<file path="src/pool_pkg.sv">
package pool_pkg;

	// activation, parameter word and address widths
	localparam int DATA_W  = 8;
	localparam int PARAM_W = 16;
	localparam int ADDR_W  = 16;

	// kernel code for 2x2 windows, every other code gives 8x8
	localparam logic [PARAM_W-1:0] KERNEL_SMALL = 16'd2;

	// most negative activation
	localparam logic signed [DATA_W-1:0] MAX_INIT = {1'b1, {(DATA_W-1){1'b0}}};

	typedef logic [ADDR_W-1:0] addr_t;

	// layer configuration as read from the parameter memory
	typedef struct packed {
		logic [5:0]         num_row;
		logic [7:0]         num_channel;
		logic [PARAM_W-1:0] kernel_code;
	} pool_cfg_t;

	// read port request, data returns one cycle later
	typedef struct packed {
		logic  cs;
		addr_t addr;
	} rd_req_t;

	// write port request, taken at the clock edge
	typedef struct packed {
		logic              cs;
		logic              we;
		addr_t             addr;
		logic [DATA_W-1:0] data;
	} wr_req_t;

endpackage

</file>
<file path="src/pool_ctrl.sv">
`timescale 1ns/1ps

module pool_ctrl (
	input  logic       clk,
	input  logic       rst,
	input  logic       start,
	input  logic       last_elem,
	input  logic       last_win,
	output logic       cfg_load,
	output logic       param_cs,
	output logic [1:0] param_addr,
	output logic       elem_step,
	output logic       win_first,
	output logic       acc_en,
	output logic       win_write,
	output logic       done
);

	typedef enum logic [2:0] {
		S_IDLE,
		S_PARAM,
		S_READ,
		S_DRAIN,
		S_WRITE,
		S_DONE
	} state_t;

	state_t     state_q;
	state_t     state_d;
	logic [1:0] param_cnt;
	logic       first_q;

	always_ff @(posedge clk or negedge rst) begin
		if (!rst) begin
			state_q <= S_IDLE;
		end else begin
			state_q <= state_d;
		end
	end

	always_comb begin
		state_d = state_q;
		case (state_q)
			S_IDLE: begin
				if (start) begin
					state_d = S_PARAM;
				end
			end
			// three reads plus one cycle for the last word to return
			S_PARAM: begin
				if (param_cnt == 2'd3) begin
					state_d = S_READ;
				end
			end
			S_READ: begin
				if (last_elem) begin
					state_d = S_DRAIN;
				end
			end
			S_DRAIN: begin
				state_d = S_WRITE;
			end
			S_WRITE: begin
				if (last_win) begin
					state_d = S_DONE;
				end else begin
					state_d = S_READ;
				end
			end
			default: begin
				state_d = S_IDLE;
			end
		endcase
	end

	// parameter word counter, idles at zero
	always_ff @(posedge clk or negedge rst) begin
		if (!rst) begin
			param_cnt <= 2'd0;
		end else if (state_q == S_PARAM) begin
			param_cnt <= param_cnt + 2'd1;
		end else begin
			param_cnt <= 2'd0;
		end
	end

	// high during the first read cycle of each window
	always_ff @(posedge clk or negedge rst) begin
		if (!rst) begin
			first_q <= 1'b0;
		end else begin
			first_q <= (state_d == S_READ) && (state_q != S_READ);
		end
	end

	// strobes for the datum arriving one cycle after its read
	always_ff @(posedge clk or negedge rst) begin
		if (!rst) begin
			acc_en    <= 1'b0;
			win_first <= 1'b0;
		end else begin
			acc_en    <= elem_step;
			win_first <= elem_step && first_q;
		end
	end

	assign param_cs   = (state_q == S_PARAM) && (param_cnt != 2'd3);
	assign param_addr = param_cnt;
	assign cfg_load   = param_cs;
	assign elem_step  = (state_q == S_READ);
	assign win_write  = (state_q == S_WRITE);
	assign done       = (state_q == S_DONE);

endmodule

</file>
<file path="src/pool_cfg_regs.sv">
`timescale 1ns/1ps

module pool_cfg_regs import pool_pkg::*; #(
	parameter int ADDR_W = pool_pkg::ADDR_W
) (
	input  logic               clk,
	input  logic               rst,
	input  logic               cfg_load,
	input  logic [1:0]         param_addr,
	input  logic [PARAM_W-1:0] param_rdata,
	output pool_cfg_t          cfg,
	output logic [9:0]         win_len,
	output logic [3:0]         k_side,
	output logic [ADDR_W-1:0]  out_count
);

	logic       load_q;
	logic [1:0] addr_q;
	logic       small_k;
	logic [5:0] win_per_row;

	// word for address n shows up the cycle after the read
	always_ff @(posedge clk or negedge rst) begin
		if (!rst) begin
			load_q <= 1'b0;
			addr_q <= 2'd0;
		end else begin
			load_q <= cfg_load;
			addr_q <= param_addr;
		end
	end

	always_ff @(posedge clk or negedge rst) begin
		if (!rst) begin
			cfg <= '0;
		end else if (load_q) begin
			case (addr_q)
				2'd0: cfg.num_row     <= param_rdata[5:0];
				2'd1: cfg.num_channel <= param_rdata[7:0];
				2'd2: cfg.kernel_code <= param_rdata;
				default: cfg <= cfg;
			endcase
		end
	end

	assign small_k     = (cfg.kernel_code == KERNEL_SMALL);
	assign k_side      = small_k ? 4'd2 : 4'd8;
	assign win_per_row = small_k ? (cfg.num_row >> 1) : (cfg.num_row >> 3);

	// windows per layer is channels times (side/k) squared
	always_ff @(posedge clk or negedge rst) begin
		if (!rst) begin
			win_len   <= 10'd0;
			out_count <= '0;
		end else begin
			win_len   <= 10'(k_side) * 10'(k_side);
			out_count <= ADDR_W'(win_per_row) * ADDR_W'(win_per_row) * ADDR_W'(cfg.num_channel);
		end
	end

endmodule

</file>
<file path="src/pool_addr_gen.sv">
`timescale 1ns/1ps

module pool_addr_gen import pool_pkg::*; #(
	parameter int ADDR_W = pool_pkg::ADDR_W
) (
	input  logic              clk,
	input  logic              rst,
	input  pool_cfg_t         cfg,
	input  logic [3:0]        k_side,
	input  logic [9:0]        win_len,
	input  logic [ADDR_W-1:0] out_count,
	input  logic              elem_step,
	input  logic              win_write,
	input  logic              start,
	output logic [ADDR_W-1:0] in_addr,
	output logic [ADDR_W-1:0] out_addr,
	output logic              last_elem,
	output logic              last_win
);

	logic [9:0]        elem_cnt;
	logic [3:0]        col_off;
	logic [3:0]        row_off;
	logic [5:0]        win_col;
	logic [5:0]        win_col_nxt;
	logic [ADDR_W-1:0] row_base;
	logic [ADDR_W-1:0] row_step;
	logic [ADDR_W-1:0] out_idx;

	assign last_elem   = (elem_cnt == win_len - 10'd1);
	assign last_win    = (out_idx == out_count - ADDR_W'(1));
	assign win_col_nxt = win_col + 6'(k_side);

	// one row of windows spans k full feature-map rows
	assign row_step = ADDR_W'(cfg.num_row) * ADDR_W'(k_side);

	// origin plus row offset times side plus column offset
	assign in_addr = row_base + ADDR_W'(win_col)
		+ ADDR_W'(row_off) * ADDR_W'(cfg.num_row) + ADDR_W'(col_off);
	assign out_addr = out_idx;

	// element walk inside the current window
	always_ff @(posedge clk or negedge rst) begin
		if (!rst) begin
			elem_cnt <= 10'd0;
			col_off  <= 4'd0;
			row_off  <= 4'd0;
		end else if (start || (elem_step && last_elem)) begin
			elem_cnt <= 10'd0;
			col_off  <= 4'd0;
			row_off  <= 4'd0;
		end else if (elem_step) begin
			elem_cnt <= elem_cnt + 10'd1;
			if (col_off == k_side - 4'd1) begin
				col_off <= 4'd0;
				row_off <= row_off + 4'd1;
			end else begin
				col_off <= col_off + 4'd1;
			end
		end
	end

	// window origin and output index, channels are contiguous so
	// stepping past the last window row lands on the next channel
	always_ff @(posedge clk or negedge rst) begin
		if (!rst) begin
			win_col  <= 6'd0;
			row_base <= '0;
			out_idx  <= '0;
		end else if (start) begin
			win_col  <= 6'd0;
			row_base <= '0;
			out_idx  <= '0;
		end else if (win_write) begin
			out_idx <= out_idx + ADDR_W'(1);
			if (win_col_nxt == cfg.num_row) begin
				win_col  <= 6'd0;
				row_base <= row_base + row_step;
			end else begin
				win_col <= win_col_nxt;
			end
		end
	end

endmodule

</file>
<file path="src/pool_max_unit.sv">
`timescale 1ns/1ps

module pool_max_unit import pool_pkg::*; (
	input  logic              clk,
	input  logic              rst,
	input  logic              acc_en,
	input  logic              win_first_d,
	input  logic [DATA_W-1:0] in_rdata,
	output logic [DATA_W-1:0] max_val
);

	logic signed [DATA_W-1:0] max_q;
	logic signed [DATA_W-1:0] sample;

	// activations are two's complement
	assign sample = $signed(in_rdata);

	always_ff @(posedge clk or negedge rst) begin
		if (!rst) begin
			max_q <= MAX_INIT;
		end else if (acc_en) begin
			// first datum restarts the window
			if (win_first_d || (sample > max_q)) begin
				max_q <= sample;
			end
		end
	end

	assign max_val = max_q;

endmodule

</file>
<file path="src/pool_top.sv">
`timescale 1ns/1ps

module pool_top import pool_pkg::*; #(
	parameter int ADDR_W = pool_pkg::ADDR_W
) (
	input  logic               clk,
	input  logic               rst,
	input  logic               start,
	output logic               done,
	output rd_req_t            param_req,
	input  logic [PARAM_W-1:0] param_rdata,
	output rd_req_t            in_req,
	input  logic [DATA_W-1:0]  in_rdata,
	output wr_req_t            out_req
);

	logic              cfg_load;
	logic              param_cs;
	logic [1:0]        param_addr;
	logic              elem_step;
	logic              win_first;
	logic              acc_en;
	logic              win_write;
	logic              last_elem;
	logic              last_win;
	pool_cfg_t         cfg;
	logic [9:0]        win_len;
	logic [3:0]        k_side;
	logic [ADDR_W-1:0] out_count;
	logic [ADDR_W-1:0] in_addr;
	logic [ADDR_W-1:0] out_addr;
	logic [DATA_W-1:0] max_val;

	pool_ctrl ctrl_i (
		.clk        (clk),
		.rst        (rst),
		.start      (start),
		.last_elem  (last_elem),
		.last_win   (last_win),
		.cfg_load   (cfg_load),
		.param_cs   (param_cs),
		.param_addr (param_addr),
		.elem_step  (elem_step),
		.win_first  (win_first),
		.acc_en     (acc_en),
		.win_write  (win_write),
		.done       (done)
	);

	pool_cfg_regs #(
		.ADDR_W (ADDR_W)
	) cfg_i (
		.clk         (clk),
		.rst         (rst),
		.cfg_load    (cfg_load),
		.param_addr  (param_addr),
		.param_rdata (param_rdata),
		.cfg         (cfg),
		.win_len     (win_len),
		.k_side      (k_side),
		.out_count   (out_count)
	);

	// counters restart while the parameters are being loaded
	pool_addr_gen #(
		.ADDR_W (ADDR_W)
	) addr_i (
		.clk       (clk),
		.rst       (rst),
		.cfg       (cfg),
		.k_side    (k_side),
		.win_len   (win_len),
		.out_count (out_count),
		.elem_step (elem_step),
		.win_write (win_write),
		.start     (cfg_load),
		.in_addr   (in_addr),
		.out_addr  (out_addr),
		.last_elem (last_elem),
		.last_win  (last_win)
	);

	pool_max_unit max_i (
		.clk         (clk),
		.rst         (rst),
		.acc_en      (acc_en),
		.win_first_d (win_first),
		.in_rdata    (in_rdata),
		.max_val     (max_val)
	);

	assign param_req.cs   = param_cs;
	assign param_req.addr = addr_t'(param_addr);
	assign in_req.cs      = elem_step;
	assign in_req.addr    = addr_t'(in_addr);
	assign out_req.cs     = win_write;
	assign out_req.we     = win_write;
	assign out_req.addr   = addr_t'(out_addr);
	assign out_req.data   = max_val;

endmodule

</file>
<file path="config.mk">
export PLATFORM = sky130hd
export DESIGN_NAME = pool_top
export DESIGN_NICKNAME = d
export VERILOG_FILES = /design/src/pool_pkg.sv /design/src/pool_ctrl.sv /design/src/pool_cfg_regs.sv /design/src/pool_addr_gen.sv /design/src/pool_max_unit.sv /design/src/pool_top.sv
export SDC_FILE = /design/constraint.sdc
export NUM_CORES = 1
export LEC_CHECK = 0
export ABC_AREA = 1
export BUFFER_PORTS_ARGS = -buffer_cell sky130_fd_sc_hd__buf_2
export CORE_MARGIN = 2
export CORE_UTILIZATION = 50
export DETAILED_ROUTE_END_ITERATION = 7
export GPL_TIMING_DRIVEN = 0
export PLACE_DENSITY = 0.79
export SYNTH_ARGS = -nofsm -noshare
export SYNTH_HDL_FRONTEND = slang
export SYNTH_HIERARCHICAL = 1
export SYNTH_SLANG_ARGS = --single-unit
</file>
<file path="constraint.sdc">
create_clock -name clk -period 8.35 [get_ports clk]
set_clock_uncertainty 0.05 [all_clocks]
set_input_delay 2.505 -clock clk [delete_from_list [all_inputs] [get_ports clk]]
set_output_delay 2.505 -clock clk [all_outputs]
set_load 0.05 [all_outputs]
</file>
==> run metrics <==
R2R setup slack=0.56 ns; Place WS=0.416 ns; Worst EP required=roughly 5.8 ns; Final Cycle Share=roughly 94%; Seq. cell area=~3000 um2; # fillers=2214; first-pass GRT wire length=48200 um; area leader, netlist=dfrtp_1; initial antenna violation count=0; synth top area cells=dfrtp_1 (25%), fa_1 (13%), nand2_1 (11%); area of the multi-input gates=between 7000 and 8000 um2; Tmin final=7.86 ns; worst r2r dst=cfg_i/out_count[15]; CTS clk-pin slew, worst paths=0.07 ns; FMAX=0.127 GHz; pwr dens=around 290 nW/um2; Crit Path Max Fanout=9; Routed Antenna Nets=0; fin cells=approximately 2100; H-tree Lvls=4; #FFs+latches synth=~120; predominant post-synthesis flop cell=dfrtp_1; largest net degree at the start of global routing=92; EDFF count, synth=0; share of cells above drive strength 1=11.6%; drt drc=0; Crit Path Class=flip-flop to primary output; Initial Util=about 50%; syn_area_per_cell=7.47 um2; Synth top area share=approximately 25%; final hold vios=0; slew margin rel.=between 50 and 60%; Diodes inserted=0; Worst-Skew Late Latency=0.43 ns; die width=roughly 160 um; GPL Wtd Cong=between 0.8 and 0.9; TritonCTS clock tree=yes; Total Wirelength=27300 um; WL/cell=about 13 um; total CTS buffers=17; Max Buffers Root-to-Sink=2; Cell Area, Synth=~12000 um2; worst hold margin=around 0.38 ns; Hold Startpoint=ctrl_i/param_addr[1]; io pins=88; site row count=57; asr flop ratio synth=100%; CP Launch Type=flip-flop; die footprint=about 26000 um2; die span in y=161 um; DRT iter0 DRCs=approximately 650; Least-Margin Pin Slew=~0.71 ns; root buf cell=clkbuf_16; Vias per Instance=around 5; final setup vio count=0; status=finished, final reports clean; Placed Cells incl. Taps=around 2100; RSZ-0062 raised after global routing=false; worst min-delay path class=flip-flop to flip-flop; Detailed Routing Iterations Pass 1=5; port bufs=73; gr ovfl total=0; Max Slew Vio Count=0; Worst VDD drop=approximately 0.16 mV; max-cap violations=0; Leak=around 8.0 nW; Post-Syn Instances=around 1700; Via Count=roughly 11000; CTS Sinks=approximately 120; Worst Path Arrival=about 5.3 ns; R2R Path Start=cfg_i/cfg[13]; Tot GR Track Use=between 20% and 30%; Worst Slack Setup Final=0.491 ns; core box area=24300 um2; dpl hpwl=approximately 22000 um; Min-Delay Path Depth=0; setup_tns=0 ns; synth unique cells=a little under 50; Hold Path Sink=cfg_i/addr_q[1]; CP endpoint kind=primary output; synthesis-to-finish area growth=11.9%; yosys warns=6; layout net count=1990; worst r2r path cells=29; vias in the first global route=10600; register area share after synthesis=about a quarter
[cells by family (layout without fill, tap and decap cells)]
family | Yosys count | count (layout) | synth area share (%)
other | 2 | 24 | 0.0608
multiplexers | 8 | 8 | 0.729
adder cells (fa/ha/maj) | 194 | 194 | 24.7
buffers and inverters | 403 | 509 | 13.4
XOR/XNOR | 78 | 78 | 5.65
AO/OA/AOI/OAI | 120 | 120 | 5.32
flip-flops | 123 | 123 | 24.9
AND/OR/NAND/NOR | 726 | 726 | 25.2
[state kept, by name, summed over array words and instances (netlist names)]
name / flops
addr_i/out_addr: 16
cfg_i/cfg: 30
ctrl_i/first_q: 1
addr_i/col_off: 4
max_i/max_val: 8
ctrl_i/state_q: 3
cfg_i/addr_q: 2
ctrl_i/acc_en: 1
cfg_i/out_count: 16
ctrl_i/win_first: 1
addr_i/row_off: 4
cfg_i/win_len: 2
addr_i/row_base: 16
cfg_i/load_q: 1
addr_i/win_col: 6
addr_i/elem_cnt: 10
ctrl_i/param_addr: 2
[placed cells by master (no fill, tap or decap), types with 23 or more instances in the layout]
| master | count |
|---|---|
| a21oi_1 | 48 |
| buf_2 | 81 |
| buf_4 | 33 |
| conb_1 | 24 |
| dfrtp_1 | 122 |
| fa_1 | 83 |
| ha_1 | 111 |
| inv_1 | 330 |
| nand2_1 | 377 |
| nand3_1 | 110 |
| nand4_1 | 25 |
| nor2_1 | 158 |
| o21ai_0 | 39 |
| xnor2_1 | 23 |
| xor2_1 | 53 |
[how the worst max path moves through the flow]
stage,start,end,cells after the start
6_report,cfg_i/cfg[27],in_req[14],19
5_1_grt,cfg_i/cfg[13],cfg_i/out_count[15],30
4_1_cts,cfg_i/cfg[13],cfg_i/out_count[15],31
3_5_place_dp,cfg_i/cfg[13],cfg_i/out_count[15],29
3_3_place_gp,cfg_i/cfg[13],cfg_i/out_count[15],29
2_1_floorplan,addr_i/row_off[3],in_req[15],17
[critical path, stage by stage (launching register included)]
cell and delay (ns):
dfrtp_1 0.42, clkbuf_1 0.45, nand2_1 0.14, fa_1 0.47, fa_1 0.49, inv_1 0.06, fa_1 0.54, inv_1 0.06
fa_1 0.50, inv_1 0.04, ha_1 0.35, a21oi_1 0.20, o21ai_1 0.14, nand2_1 0.08, nand2_1 0.09, a21oi_1 0.24
o21ai_1 0.13, nand2_1 0.08, xor2_1 0.14, buf_2 0.27
[through the flow]
step           total power, mW  instance area, um2  utilization [%]
6_report                  4.05               13800             56.8
4_1_cts                   4.05               13800             56.8
3_5_place_dp              3.30               13200             54.5
5_1_grt                   4.44               13800             56.8
2_1_floorplan             2.73               12400                -
3_3_place_gp              3.20               13200             54.3
[final cells by class]
type | count | area share (%)
Tap cell | 324 | 2.93
Clock buffer | 17 | 3.08
Buffer | 63 | 2.75
Multi-Input combinational cell | 1150 | 55.8
Inverter | 340 | 9.23
Timing Repair Buffer | 74 | 2.89
Sequential cell | 123 | 22.3
Clock inverter | 15 | 1.07
[per-layer routing]
layer | vias to the layer above | global-route usage (%) | share of wire, % | wire length (um)
met2 | 225 | 39.4 | 49 | 13500
met3 | 40 | 2.54 | 3.6 | 983
met1 | 5039 | 28.9 | 45 | 12200
met5 | - | 0 | 0 | 0
li1 | 5264 | - | - | -
met4 | 0 | 7.06 | 2.2 | 601
[power breakdown]
group	switching [mW]	total (mW)	leakage [nW]	internal (mW)
registers	0.140	0.899	1.61	0.759
clock network	0.322	0.718	0.279	0.397
logic	1.62	2.43	6.13	0.808
[synthesized netlist by cell type (2+ instances only)]
cell type  instances
dfrtp_1          122
nand4_1           25
nand2_4            4
nor2_4             3
nand3_1          110
or2_2              3
a21oi_1           48
nor2_1           158
o21a_1             2
o21bai_1           6
mux2_2             8
nand2_2            6
conb_1             2
nand3b_1           2
buf_4             33
nand2_1          377
ha_1             111
buf_2              9
a31o_2             2
o21ai_1           13
xnor2_1           23
nor3_2             3
nor2_2             9
fa_1              83
a211oi_1           2
nor3_1            17
xor2_1            54
clkbuf_1          19
o31ai_1            2
inv_1            330
o21ai_0           39
nand3_2            4
inv_2              9
[repair_timing]
| action | CTS | global route |
|---|---|---|
| setup endpoints to repair | 0 | 3 |
| gates resized for setup | 0 | 1 |
| hold buffers | 0 | 0 |
| buffers inserted | 0 | 0 |
Note: power is estimated with default switching activity, not from simulation.
